**src/common/io_pkg.sv**
```systemverilog
package io_pkg;

  // bus widths
  typedef logic [15:0] word_t;    // data word on the io bus
  typedef logic [15:0] io_addr_t; // one-hot, one bit per register
  typedef logic [1:0]  slot_t;    // barrel slot number
  typedef logic [3:0]  kill_t;    // one bit per slot
  typedef logic [15:0] xt_t;      // task start address, bit 0 = run once

  localparam int num_slots = 4;

  // address bit numbers
  localparam int a_gpio       = 0;
  localparam int a_gpio_dir   = 1;
  localparam int a_spi_data   = 6;  // 8 bit start, rx word read
  localparam int a_spi_ctl    = 7;  // with bit 6: 16 bit start; alone: ready
  localparam int a_task1      = 8;
  localparam int a_task2      = 9;
  localparam int a_task3      = 10;
  localparam int a_task_fetch = 14; // rd: own token, wr: kill request
  localparam int a_mask_slot  = 15; // rd: slot id, wr: one-shot mask

  localparam word_t mask_all = 16'hffff;

  localparam int spi_half_period = 1; // clocks per sck half period

  // request from the core, one per cycle
  typedef struct packed {
    logic     rd;
    logic     wr;
    io_addr_t addr;
    word_t    wdata;
    slot_t    slot;
  } io_req_t;

  // same request one cycle later
  typedef struct packed {
    logic     rd;
    logic     wr;
    io_addr_t addr;  // zero when no strobe
    word_t    wdata;
    slot_t    slot;
  } io_stage_t;

  typedef struct packed {
    logic sck;
    logic mosi;
    logic cs_active;
  } spi_pins_t;

endpackage

```
**src/hdl/io_ctrl.sv**
```systemverilog
`timescale 1ns/1ps

module io_ctrl (
  input  logic               clk,
  input  logic               resetq,
  input  io_pkg::io_req_t    io_req,
  output io_pkg::io_stage_t  stage,
  output io_pkg::word_t      slot_mask,
  input  io_pkg::word_t      gpio_rd,
  input  io_pkg::word_t      dir_rd,
  input  io_pkg::word_t      task_rd,
  input  io_pkg::word_t      spi_rd,
  output io_pkg::word_t      io_rdata
);

  import io_pkg::*;

  // one pending mask per slot
  word_t mask_q [num_slots];

  logic  access;   // staged rd or wr
  logic  mask_wr;  // staged write to the mask register
  word_t rd_or;    // unmasked read value

  // access stage
  // every access acts one cycle after the core issues it
  always_ff @(posedge clk) begin
    stage.wdata <= io_req.wdata;  // payload, no reset
    stage.slot  <= io_req.slot;
    if (!resetq) begin
      stage.rd   <= 1'b0;
      stage.wr   <= 1'b0;
      stage.addr <= '0;
    end else begin
      stage.rd <= io_req.rd;
      stage.wr <= io_req.wr;
      if (io_req.rd || io_req.wr)
        stage.addr <= io_req.addr;
      else
        stage.addr <= '0;  // idle cycle selects nothing
    end
  end

  assign access  = stage.rd || stage.wr;
  assign mask_wr = stage.wr && stage.addr[a_mask_slot];

  // mask of the slot owning the staged access
  assign slot_mask = mask_q[stage.slot];

  // slot masks
  // a mask write arms the mask for that slot's next access only,
  // any other access by the slot puts it back to all ones
  always_ff @(posedge clk) begin
    if (!resetq) begin
      for (int i = 0; i < num_slots; i++)
        mask_q[i] <= mask_all;
    end else if (access) begin
      if (mask_wr)
        mask_q[stage.slot] <= stage.wdata;  // applies to next access
      else
        mask_q[stage.slot] <= mask_all;     // one shot, used up
    end
  end

  // read mux
  // task and spi values come back already selected by their modules
  always_comb begin
    rd_or = '0;
    if (stage.addr[a_gpio])
      rd_or = rd_or | gpio_rd;   // pin input
    if (stage.addr[a_gpio_dir])
      rd_or = rd_or | dir_rd;    // direction reg
    rd_or = rd_or | task_rd;     // tokens and fetch
    rd_or = rd_or | spi_rd;      // rx word and ready
    if (stage.addr[a_mask_slot])
      rd_or = rd_or | word_t'(stage.slot);  // slot id
  end

  // cleared mask bits read as zero
  assign io_rdata = rd_or & slot_mask;

endmodule

```
**src/hdl/gpio_port.sv**
```systemverilog
`timescale 1ns/1ps

module gpio_port (
  input  logic               clk,
  input  logic               resetq,
  input  io_pkg::io_stage_t  stage,
  input  io_pkg::word_t      slot_mask,
  input  io_pkg::word_t      gpio_in,
  output io_pkg::word_t      gpio_out,
  output io_pkg::word_t      gpio_oe,
  output io_pkg::word_t      gpio_rd,
  output io_pkg::word_t      dir_rd
);

  import io_pkg::*;

  word_t out_q;  // output data
  word_t dir_q;  // 1 = output
  logic  out_we;
  logic  dir_we;

  // only the bits set in the mask take new data
  function automatic word_t merge(input word_t old_val, input word_t new_val,
                                  input word_t mask);
    merge = (old_val & ~mask) | (new_val & mask);
  endfunction

  assign out_we = stage.wr && stage.addr[a_gpio];
  assign dir_we = stage.wr && stage.addr[a_gpio_dir];

  always_ff @(posedge clk) begin
    if (!resetq) begin
      out_q <= '0;
      dir_q <= '0;  // all pins input
    end else begin
      if (out_we)
        out_q <= merge(out_q, stage.wdata, slot_mask);
      if (dir_we)
        dir_q <= merge(dir_q, stage.wdata, slot_mask);
    end
  end

  assign gpio_out = out_q;
  assign gpio_oe  = dir_q;

  // data read returns the pins, not the output reg
  assign gpio_rd = gpio_in;
  assign dir_rd  = dir_q;

endmodule

```
**src/hdl/task_sched.sv**
```systemverilog
`timescale 1ns/1ps

module task_sched (
  input  logic               clk,
  input  logic               resetq,
  input  io_pkg::io_stage_t  stage,
  output io_pkg::word_t      task_rd,
  output io_pkg::kill_t      kill_slot
);

  import io_pkg::*;

  // slot 0 has no token, it always starts from zero
  xt_t   tok_q [1:num_slots-1];
  kill_t kill_q;

  logic [num_slots-1:1] tok_sel;  // raw token register selects
  logic  fetch_rd;
  logic  kill_wr;
  xt_t   fetch_xt;   // token of the issuing slot
  word_t rd_or;

  assign tok_sel  = {stage.addr[a_task3], stage.addr[a_task2], stage.addr[a_task1]};
  assign fetch_rd = stage.rd && stage.addr[a_task_fetch];
  assign kill_wr  = stage.wr && stage.addr[a_task_fetch];

  // fetch value, run-once flag stripped so the xt stays even
  always_comb begin
    fetch_xt = '0;  // slot 0 gets zero
    for (int i = 1; i < num_slots; i++) begin
      if (stage.slot == slot_t'(i))
        fetch_xt = {tok_q[i][15:1], 1'b0};
    end
  end

  always_comb begin
    rd_or = '0;
    for (int i = 1; i < num_slots; i++) begin
      if (tok_sel[i])
        rd_or = rd_or | tok_q[i];  // raw, bit 0 included
    end
    if (stage.addr[a_task_fetch])
      rd_or = rd_or | fetch_xt;
  end

  assign task_rd = rd_or;

  always_ff @(posedge clk) begin
    if (!resetq) begin
      for (int i = 1; i < num_slots; i++)
        tok_q[i] <= '0;  // stops all tasks after reset
      kill_q <= '0;
    end else begin
      // kill request lasts one cycle
      kill_q <= kill_wr ? kill_t'(stage.wdata[num_slots-1:0]) : '0;
      for (int i = 1; i < num_slots; i++) begin
        if (stage.wr && tok_sel[i])
          tok_q[i] <= stage.wdata;  // any slot may set any token
        else if (fetch_rd && stage.slot == slot_t'(i) && tok_q[i][0])
          tok_q[i] <= '0;  // run once, gone after the fetch
      end
    end
  end

  assign kill_slot = kill_q;

endmodule

```
**src/spi/spi_master.sv**
```systemverilog
`timescale 1ns/1ps

module spi_master (
  input  logic               clk,
  input  logic               resetq,
  input  io_pkg::io_stage_t  stage,
  output io_pkg::spi_pins_t  pins,
  input  logic               miso,
  output io_pkg::word_t      spi_rd
);

  import io_pkg::*;

  typedef enum logic {st_idle, st_run} spi_state_t;

  spi_state_t state_q;
  logic [3:0] div_q;    // half period counter
  logic [4:0] bits_q;   // bits left in the transfer
  logic       sck_q;
  word_t      tx_q;     // msb goes out first
  word_t      rx_q;

  logic start;
  logic wide;   // 16 bit transfer
  logic tick;   // end of a half period
  logic busy;

  assign busy  = (state_q == st_run);
  assign start = stage.wr && stage.addr[a_spi_data] && !busy;  // ignored while busy
  assign wide  = stage.addr[a_spi_ctl];
  assign tick  = (div_q == 4'(spi_half_period - 1));

  always_ff @(posedge clk) begin
    if (!resetq) begin
      state_q <= st_idle;
      div_q   <= '0;
      bits_q  <= '0;
      sck_q   <= 1'b0;  // mode 0, sck idles low
      tx_q    <= '0;
    end else begin
      case (state_q)
        st_idle: begin
          if (start) begin
            state_q <= st_run;
            div_q   <= '0;
            bits_q  <= wide ? 5'd16 : 5'd8;
            // byte is left aligned so both sizes shift from bit 15
            tx_q    <= wide ? stage.wdata : {stage.wdata[7:0], 8'h00};
          end
        end
        st_run: begin
          if (!tick) begin
            div_q <= div_q + 4'd1;
          end else begin
            div_q <= '0;
            if (!sck_q) begin
              sck_q <= 1'b1;  // rising, miso sampled below
            end else begin
              sck_q  <= 1'b0;                // falling
              tx_q   <= {tx_q[14:0], 1'b0};  // next mosi bit
              bits_q <= bits_q - 5'd1;
              if (bits_q == 5'd1)
                state_q <= st_idle;  // last bit done
            end
          end
        end
        default: state_q <= st_idle;
      endcase
    end
  end

  // receive shifter
  // cleared at start so a byte transfer reads back zero extended
  always_ff @(posedge clk) begin
    if (start)
      rx_q <= '0;
    else if (busy && tick && !sck_q)
      rx_q <= {rx_q[14:0], miso};  // sample on rising sck
  end

  assign pins.sck       = sck_q;
  assign pins.mosi      = tx_q[15];
  assign pins.cs_active = busy;

  assign spi_rd = (stage.addr[a_spi_data] ? rx_q : '0)
                | (stage.addr[a_spi_ctl] ? word_t'(!busy) : '0);  // ready flag

endmodule

```
**src/hdl/io_top.sv**
```systemverilog
`timescale 1ns/1ps

module io_top (
  input  logic               clk,
  input  logic               resetq,
  input  io_pkg::io_req_t    io_req,
  output io_pkg::word_t      io_rdata,
  input  io_pkg::word_t      gpio_in,
  output io_pkg::word_t      gpio_out,
  output io_pkg::word_t      gpio_oe,
  output io_pkg::spi_pins_t  spi,
  input  logic               miso,
  output io_pkg::kill_t      kill_slot
);

  import io_pkg::*;

  io_stage_t stage;      // registered access, to all datapath blocks
  word_t     slot_mask;  // mask of the staged slot
  word_t     gpio_rd;
  word_t     dir_rd;
  word_t     task_rd;
  word_t     spi_rd;

  io_ctrl u_ctrl (
    .clk       (clk),
    .resetq    (resetq),
    .io_req    (io_req),
    .stage     (stage),
    .slot_mask (slot_mask),
    .gpio_rd   (gpio_rd),
    .dir_rd    (dir_rd),
    .task_rd   (task_rd),
    .spi_rd    (spi_rd),
    .io_rdata  (io_rdata)
  );

  gpio_port u_gpio (
    .clk       (clk),
    .resetq    (resetq),
    .stage     (stage),
    .slot_mask (slot_mask),
    .gpio_in   (gpio_in),
    .gpio_out  (gpio_out),
    .gpio_oe   (gpio_oe),
    .gpio_rd   (gpio_rd),
    .dir_rd    (dir_rd)
  );

  task_sched u_task (
    .clk       (clk),
    .resetq    (resetq),
    .stage     (stage),
    .task_rd   (task_rd),
    .kill_slot (kill_slot)
  );

  spi_master u_spi (
    .clk    (clk),
    .resetq (resetq),
    .stage  (stage),
    .pins   (spi),
    .miso   (miso),
    .spi_rd (spi_rd)
  );

endmodule

```
**config.mk**
```make
export PLATFORM = sky130hd
export DESIGN_NAME = io_top
export DESIGN_NICKNAME = d
export VERILOG_FILES = /design/src/common/io_pkg.sv /design/src/hdl/io_ctrl.sv /design/src/hdl/gpio_port.sv /design/src/hdl/task_sched.sv /design/src/spi/spi_master.sv /design/src/hdl/io_top.sv
export SDC_FILE = /design/constraint.sdc
export NUM_CORES = 1
export LEC_CHECK = 0
export BUFFER_PORTS_ARGS = -buffer_cell sky130_fd_sc_hd__buf_2
export CORE_UTILIZATION = 58
export CTS_CLUSTER_DIAMETER = 30
export DETAILED_ROUTE_END_ITERATION = 6
export PLACE_DENSITY = 0.79
export SLEW_MARGIN = 10
export SYNTH_ARGS = -nofsm -noshare
export SYNTH_HDL_FRONTEND = slang
export SYNTH_SLANG_ARGS = --single-unit
```
**constraint.sdc**
```tcl
create_clock -name clk -period 3.44 [get_ports clk]
set_input_delay 0 -clock clk [delete_from_list [all_inputs] [get_ports clk]]
set_output_delay 0 -clock clk [all_outputs]
set_load 0.1 [all_outputs]
```
# Word-level counts from Yosys, hierarchy flattened
# Memories as Yosys holds them, arrays and structs flattened. A register that Yosys moved wholly into a read port is not among the register bits.
# Index checks and enable logic that the tools add are counted.
# word_totals
ff_bits	115
ram_bits	112
in_bits	55
out_inout_bits	55
word_cells	147
n_memories	2
# mem_list
name	words	width	rd	rd_ports_with_merged_regs	wr	line	rtl
u_ctrl.mask_q	4	16	1	1	4	io_ctrl.sv:19	word_t mask_q [num_slots];
u_task.tok_q	3	16	3	0	3	task_sched.sv:14	xt_t tok_q [1:num_slots-1];
# op_classes
n_addsub	2
n_eq_ne	7
muxes	71
bitwise_logic	23
n_reduce_logical	28
# ops
cell	count
$mux W16	23
$or A16 B16 Y16	9
$and A16 B16 Y16	4
$mux W1	37
$pmux W16 S2	1
$mux W5	4
$logic_and A1 B1 Y1	18
$not A16 Y16	1
$or A16 B2 Y16	1
$reduce_or A16 Y1	1
$pmux W5 S2	1
$mux W4	2
$pmux W4 S2	1
$or A1 B1 Y1	7
$reduce_and A2 Y1	3
$eq A5 B1 Y1 const B	1
$sub A5 B1 Y5 const B	1
$add A4 B1 Y4 const B	1
$eq A2 B2 Y1 const B	2
$logic_not A4 Y1	1
$ne A2 B2 Y1 const B	2
$reduce_and A3 Y1	1
$eq A2 B1 Y1 const B	1
$logic_not A1 Y1	2
5 further kinds	6

# Depth between registers and ports, before layout
# Gate-level depths: netlist of the first run.
# An unclocked memory read counts as a cell.
# depth
ltp_word	13
mapped_depth	8
mapped_depth_nobuf	6

# Modules after synthesis
# A second synthesis of the first run with hierarchy kept.
# unflattened
hier_cells	941
area_unflattened_um2	10425.0
# by_module_without_submodules
module	instances	cells_each	area_per_inst_um2	seq_area_each_um2
io_ctrl	1	278	4037.6	2642.5
task_sched	1	215	2698.8	1521.5
spi_master	1	260	2044.5	860.8
gpio_port	1	188	1644.1	640.6

# Worst setup path before layout of the first run
# OpenSTA, ideal clock, no wires.
# synth_timing
kind	register to output
from	reg (tool-made name)
to	out io_rdata[1]
t_arrival_ns	3.441
required_ns	3.440
slack_ns	-0.001
path_stages_with_launch	5
path_buffers	0
cell_sequence	dfxtp_1 > a22oi_1 > nand2_1 > a21oi_1 > a21boi_0
# synth_rtl
element	line	rtl
to (decl)	io_top.sv:7	output io_pkg::word_t io_rdata,

# Final worst setup path of the first run
# layout_timing
from	reg u_ctrl.stage[1] (netlist name)
to	out io_rdata[2]
# layout_via
elab_chain_len	11
elab_cells_between_ends	13
cone_classes	eq/ne: 3; mux: 5; bitwise: 5
# layout_lines
element	line	rtl
$eq A2 B1 Y1	task_sched.sv:31	if (stage.slot == slot_t'(i))
$mux W16 (2 in a row)	task_sched.sv:31	
$mux W16 *	task_sched.sv:31	
$or A16 B16 Y16 *	task_sched.sv:43	rd_or = rd_or | fetch_xt;
$mux W16 *	task_sched.sv:42	if (stage.addr[a_task_fetch])
$or A16 B16 Y16 *	io_ctrl.sv:73	rd_or = rd_or | task_rd;
$or A16 B16 Y16 *	io_ctrl.sv:74	rd_or = rd_or | spi_rd;
$or A16 B2 Y16	io_ctrl.sv:76	rd_or = rd_or | word_t'(stage.slot);
$mux W16 *	io_ctrl.sv:75	if (stage.addr[a_mask_slot])
$and A16 B16 Y16 *	io_ctrl.sv:80	assign io_rdata = rd_or & slot_mask;
# Every way passes the cells marked *; elsewhere a longest branch is shown, timed or not.

==> metrics.md, run 1 <==
| Metric | Value |
|---|---|
| Global-route wire length before repair | `38,500 microns` |
| Hold_sp | `io_req[14]` |
| Longest Clk Path Bufs | `3` |
| ANT nets after route | `0` |
| Die width | `129 microns` |
| Reg2reg path depth | `4` |
| Starting Density | `60.3%` |
| H-tree lvl count | `2` |
| Met2 wire len | `11,900 microns` |
| Worst clock skew | `14.3 ps` |
| Final Hold Fails | `0` |
| M1 WL | `10,200 microns` |
| Hold depth | `2` |
| R2r setup slk | `1040 ps` |
| Maximum clock frequency | `365 MHz` |
| # nets final | `1,027` |
| CP arrival | `2740 ps` |
| Primary FF master, synth | `edfxtp_1` |
| Mapped Cells | `842` |
| Post-synth EDFFs | `112` |
| Failing checks | `design-rule violations` |
| Worst-path clk slew | `50 ps` |
| ANT cells | `0` |
| Syn nets | `901` |
| Leak | `4.31 nW` |
| Synth warn | `0` |
| Status | `finished with violations` |
| CTS sink cnt | `220` |
| Setup_tns | `0 ps` |
| Final Critical Period | `2740 ps` |
| DR WL/cell | `20.5 microns` |
| Pwr dens | `651 mW/mm^2` |
| Rel. slew slack | `36.5%` |
| Vias in the first global route | `7,052` |
| DRC viols | `19` |
| Worst path buffer plus inverter count | `2` |
| Setup Crit Path Kind | `reg2out` |
| Worst Setup End Kind | `output pin` |
| Grt total ovfl | `0` |
| Max Cap Viol | `0` |
| Max Slew Vio Count | `0` |
| Crit path cell chain | `nand2b_1, buf_4, o21bai_2, a22oi_1, a31oi_1, buf_12` |
| Slowest cell on crit path | `o21bai_2` |
| Hold Path End | `u_ctrl.stage[14]` |
| Worst hold slack | `118 ps` |
| Clock Tree Root | `clkbuf_16` |
| RD Place Congestion | `0.825` |
| Critical Path Max Stage Delay | `610 ps` |
| Met3 WL post-DR | `2150 microns` |
| Antenna violations before repair | `0` |
| CTS tree | `done` |
| Hpwl dp | `14,800 microns` |
| Least-Margin Pin Slew | `952 ps` |
| Die area | `0.0166 sq mm` |
| RR Endpoint | `u_ctrl.mask_q[0][0]` |
| Mean Syn Cell Area | `11.1 sq um` |
| GRT Overall Usage | `30.9%` |
| Post-CTS Repair Setup Buffers | `0` |
| Crit path max-delay family | `compound AO/OA/AOI/OAI gates` |
| Die height | `129 microns` |
| Fraction of layout cells with a size suffix above 1 | `24.8%` |
| Post-Route WL | `24,800 microns` |
| Reg-to-reg startpoint | `u_ctrl.stage[34]` |
| Detailed Route Iter0 Violations | `724` |
| Hold WC Path Type | `in2reg` |
| Seq cells post-synth | `220` |
| Clk Latency, worst-skew pair | `520 ps` |
| Peak supply drop | `0.000419 V` |
| Crit-path max FO | `19` |
| RSZ-0062 raised after global routing | `false` |
| Highest metal used | `met4` |
| Number of core rows | `45` |
| Ports | `110` |
| Filler cells | `962` |
| Dpl cell area | `0.0101 sq mm` |
| Synth Cell Area | `0.00931 sq mm` |
| Critical Path Start Type | `register` |
| Final Cell Area | `0.0119 sq mm` |
| # setup viols final | `0` |
| Sequential fraction of the synthesis area | `59.3%` |
| Share of flip-flops with an asynchronous set or reset | `0%` |
| Port bufs | `102` |
| Crit share post-route | `79.7%` |
| Core ar. | `0.0154 sq mm` |
| Area Growth Syn to Fin | `28.0%` |
| First-pass iteration count of the detailed router | `7` |
| TritonCTS buffer count | `42` |
| Largest net degree at the start of global routing | `67` |
| Via density | `6.00` |
| Critical Path RT | `3440 ps` |
| Distinct cells, synth | `57` |
| Vias | `7,273` |
[logic make-up after synthesis]
group / synth area share, %
AND/OR/NAND/NOR: 18.8
multiplexers: 4.85
adder cells (fa/ha/maj): 0.538
flip-flops: 59.3
XOR/XNOR: 0.282
buffers and inverters: 4.37
AO/OA/AOI/OAI: 11.8
[worst reg2reg max path: stages, from the launching register on]
cell and delay, ps:
dfxtp_1 620, and2_2 280, nand2_1 360, or3_4 570
or2_2 310
[metal layers]
metal,vias up,track usage [%]
li1,3296,-
met1,3512,41.6
met2,413,49.7
met3,52,5.49
met4,0,13.4
met5,-,0
[cell usage in the layout, fill, tap and decap left out, drive strengths merged, types with 3 or more instances in the layout]
master	instances
o21bai	3
and3	9
clkinv	6
nor3b	3
mux2i	8
clkinvlp	7
or3	35
edfxtp	112
a22oi	18
and2	62
dlygate4sd3	31
inv	25
o211ai	3
a311oi	8
a21oi	30
a222oi	14
ha	4
or2	31
nand2	124
bufinv	5
mux4	16
clkbuf	57
o21ai	60
dfxtp	108
a31oi	15
nand2b	4
buf	119
nand3	38
nand3b	9
nor2	15
[where the power goes]
group	total (mW)	leakage [nW]	switching, mW	internal (mW)
combinational	0.643	1.78	0.437	0.206
clock	4.19	0.708	1.31	2.88
sequential	2.92	1.82	0.0901	2.83
[how the worst max path moves through the flow]
stage | from | endpoint | cells after the start
2_1_floorplan | register | io_rdata[10] | 2
4_1_cts | u_ctrl.stage[1] | io_rdata[2] | 6
3_5_place_dp | u_ctrl.stage[34] | u_ctrl.mask_q[0][8] | 4
3_3_place_gp | u_ctrl.stage[34] | u_ctrl.mask_q[0][1] | 4
5_1_grt | u_ctrl.stage[1] | io_rdata[2] | 6
6_report | u_ctrl.stage[1] | io_rdata[2] | 6
[Yosys cell counts (all sizes together), types with 15 or more instances]
cell type	instances	share of area, %
dfxtp	108	23
buf	35	2.1
or2	31	2.1
nor2	15	0.63
nand3	38	2.0
inv	23	0.93
o21ai	60	3.3
nand2	124	5.0
a31oi	15	1.2
clkbuf	33	1.3
mux4	16	3.9
edfxtp	112	36
or3	35	2.4
and2	62	4.2
a22oi	18	1.5
a21oi	30	1.6
[cell type report]
| type | count | area (sq um) | share of cell area [%] |
|---|---|---|---|
| Tap cell | 211 | 264 | 2.22 |
| Sequential cell | 220 | 5530 | 46.4 |
| Clock inverter | 20 | 248 | 2.08 |
| Inverter | 23 | 86.3 | 0.724 |
| Multi-Input combinational cell | 531 | 3390 | 28.4 |
| Clock buffer | 57 | 1230 | 10.3 |
| Timing Repair Buffer | 150 | 1170 | 9.85 |
[timing repair]
| action | CTS | global route |
|---|---|---|
| hold buffers | 31 | 0 |
| resized for setup | 0 | 0 |
| hold endpoints to repair | 34 | 0 |
[metrics by stage]
stage / setup WS [ps] / instances / util [%] / total power, mW
after global routing: 583 / 1212 / 77.2 / 7.96
after floorplan: 525 / 842 / - / 3.35
after CTS: 707 / 1212 / 77.2 / 7.77
after detailed placement: 1100 / 1104 / 65.6 / 3.57
final: 699 / 1212 / 77.2 / 7.76
after global placement: 1170 / 1104 / 65.6 / 3.56
Power figures use the tool's default switching activity.
==> run 2, diff against run 1 <==
Settings changed: CORE_UTILIZATION 58 to 52, PLACE_DENSITY 0.79 to 0.75.
Clock period 3.44 ns to 2.41 ns, I/O delays scaled along.
==> run 2 against run 1 <==
  * Critical path type unchanged
  * Sequential power increased by 42%
  * Largest cell class unchanged
  * Worst hold slack better by 1.2 ps
  * The run now ends clean
  * First-iteration DRC count rose by 15%
  * Clock skew shrank 2.4 ps
  * Critical path depth did not move
  * Highest routed layer unchanged
  * Critical endpoint is now io_rdata[9]
==> metrics.md, run 2 (synthesized netlist as in run 1, its figures left out) <==
| Metric | Value |
|---|---|
| Largest net degree at the start of global routing | `48 (-28%)` |
| Pwr dens | `878 mW/mm^2 (+35%)` |
| Setup Crit Path Kind | `reg2out` |
| Number of core rows | `48 (+6.7%)` |
| Fraction of layout cells with a size suffix above 1 | `27.3% (+2.5 points)` |
| Register area | `0.00553 sq mm (about the same)` |
| Ports | `110 (unchanged)` |
| CTS sink cnt | `220 (unchanged)` |
| CP arrival | `2260 ps (-480 ps)` |
| Via density | `5.62 (-6.3%)` |
| RSZ-0062 raised after global routing | `false` |
| H-tree lvl count | `2 (unchanged)` |
| Hold_sp | `io_req[6]` |
| Clock Tree Root | `clkbuf_16` |
| Critical Path RT | `2410 ps (-1030 ps)` |
| Max Cap Viol | `0 (unchanged)` |
| Antenna violations before repair | `0 (unchanged)` |
| Filler cells | `1,246 (+30%)` |
| TritonCTS buffer count | `41 (-2.4%)` |
| DR WL/cell | `19.1 microns (-6.8%)` |
| Max Slew Vio Count | `0 (unchanged)` |
| Vias in the first global route | `6,822 (-3.3%)` |
| Longest Clk Path Bufs | `3 (unchanged)` |
| Multi-input logic area | `0.00348 sq mm (+2.7%)` |
| Least-Margin Pin Slew | `686 ps (-266 ps)` |
| ANT cells | `0 (unchanged)` |
| Grt total ovfl | `0 (unchanged)` |
| Starting Density | `53.5% (-6.9 points)` |
| Die area | `0.0184 sq mm (+11%)` |
| Final Critical Period | `2260 ps` |
| Reg2reg path depth | `4 (unchanged)` |
| Die width | `136 microns (+5.5%)` |
| Sw Share | `25.1% (+1.3 points)` |
| Worst clock skew | `11.9 ps (-2.41 ps)` |
| Clk Latency, worst-skew pair | `520 ps (about the same)` |
| Worst Setup End Kind | `output pin` |
| Core ar. | `0.0174 sq mm (+13%)` |
| Hold WC Path Type | `in2reg` |
| Psw | `2.65 mW (+44%)` |
| Crit-path max FO | `15 (-4)` |
| ANT nets after route | `0 (unchanged)` |
| Leak | `4.33 nW (+0.65%)` |
| Vias | `6,966 (-4.2%)` |
| Final Hold Fails | `0 (unchanged)` |
| Most frequent cells in the layout | `nand2_1, edfxtp_1, dfxtp_1, buf_2, and2_1` |
| Final Cell Area | `0.0120 sq mm (+0.90%)` |
| # setup viols final | `0 (unchanged)` |
| Peak supply drop | `0.000741 V (+77%)` |
| CTS tree | `done` |
| Detailed Route Iter0 Violations | `829 (+15%)` |
| Pint | `7.91 mW (+34%)` |
| Most common cell after layout, fill and taps aside | `nand2_1` |
| Critical Path Start Type | `register` |
| Crit share post-route | `93.6%` |
| Placed cells | `1,133 (+2.6%)` |
| First-pass iteration count of the detailed router | `7 (unchanged)` |
| Die height | `136 microns (+5.5%)` |
| Hold depth | `2 (unchanged)` |
| Port bufs | `102 (unchanged)` |
| Rel. slew slack | `54.1% (+18 points)` |
| Sequential Power Share | `39.3% (+1.6 points)` |
| Global-route wire length before repair | `36,500 microns (-5.4%)` |
| Final std cells w/o fill | `1,239 (+2.2%)` |
| RD Place Congestion | `0.825 (about the same)` |
| RR Endpoint | `u_ctrl.mask_q[0][2]` |
| Post-Route WL | `23,600 microns (-4.7%)` |
| Hold Path End | `u_ctrl.stage[6]` |
| Dpl cell area | `0.0104 sq mm (+2.5%)` |
| Total Power | `10.6 mW (+36%)` |
| # nets final | `1,041 (+1.4%)` |
| Post-CTS Repair Setup Buffers | `0 (unchanged)` |
| R2r setup slk | `620 ps (-420 ps)` |
| Combinational Power Share | `9.2% (+0.9 points)` |
| Worst-path clk slew | `50 ps (about the same)` |
| DRC viols | `0 (-19)` |
| Reg-to-reg startpoint | `u_ctrl.stage[34]` |
| Worst hold slack | `120 ps (+1.15 ps)` |
| Area Growth Syn to Fin | `29.1%` |
| Status | `finished, final reports clean` |
| GRT Overall Usage | `26.4% (-4.5 points)` |
| Maximum clock frequency | `443 MHz` |
| Clock power share | `51.4% (-2.6 points)` |
| Final Util | `69.0% (-8.2 points)` |
| Hpwl dp | `15,100 microns (+1.8%)` |
==> run 2: worst max-delay path by stage <==
stage | startpoint | to | slack (ps) | cells after the start
after floorplan | register | io_rdata[1] | -270 | 4
after global placement | u_ctrl.stage[0] | io_rdata[1] | 480 | 6
after detailed placement | u_ctrl.stage[0] | io_rdata[1] | 460 | 6
after CTS | u_ctrl.stage[1] | io_rdata[7] | 9 | 6
after global routing | u_ctrl.stage[0] | io_rdata[9] | 40 | 6
final | u_ctrl.stage[0] | io_rdata[9] | 150 | 6
==> run 2: routing by layer <==
metal	up-vias	global-route usage, %	part of all wire, %
li1	3307	-	-
met1	3326	34.9	41
met2	287	42.3	49
met3	46	6.51	7.9
met4	0	9.18	2.2
met5	-	0	0
==> run 2: cell type report <==
cell class | count | area share (%)
Clock inverter | 26 | 1.81
Timing Repair Buffer | 165 | 10.9
Tap cell | 225 | 2.34
Inverter | 23 | 0.718
Multi-Input combinational cell | 531 | 28.9
Clock buffer | 49 | 9.30
Sequential cell | 220 | 46.0
==> run 2: stage by stage <==
| stage | setup slack (ps) | TNS (ps) |
|---|---|---|
| floorplan | -267 | -267 |
| global placement | 484 | 0 |
| detailed placement | 460 | 0 |
| CTS | 8.96 | 0 |
| global route | 39.2 | 0 |
| finish | 153 | 0 |
==> run 2: worst max-delay path, stage by stage (launching register included) <==
cell and delay (ps):
dfxtp_2 460, nand2b_1 250, o21bai_2 170, buf_4 240, nand2_1 90, a31oi_2 300, buf_12 220
==> run 2: power by group through the flow <==
stage	Sequential [mW]	Clock, mW	Combinational [mW]
6_report	4.15	5.43	0.973
4_1_cts	4.15	5.48	0.975
3_5_place_dp	4.22	0	0.933
2_1_floorplan	4.23	0	0.564
5_1_grt	4.16	5.66	1.02
3_3_place_gp	4.21	0	0.926
==> run 2: what timing repair did <==
item / CTS / global route
pin swaps: 0 / 0
resized for setup: 1 / 1
hold buffers: 31 / 0
setup endpoints to repair: 15 / 10
endpoints found under the hold margin: 34 / 0
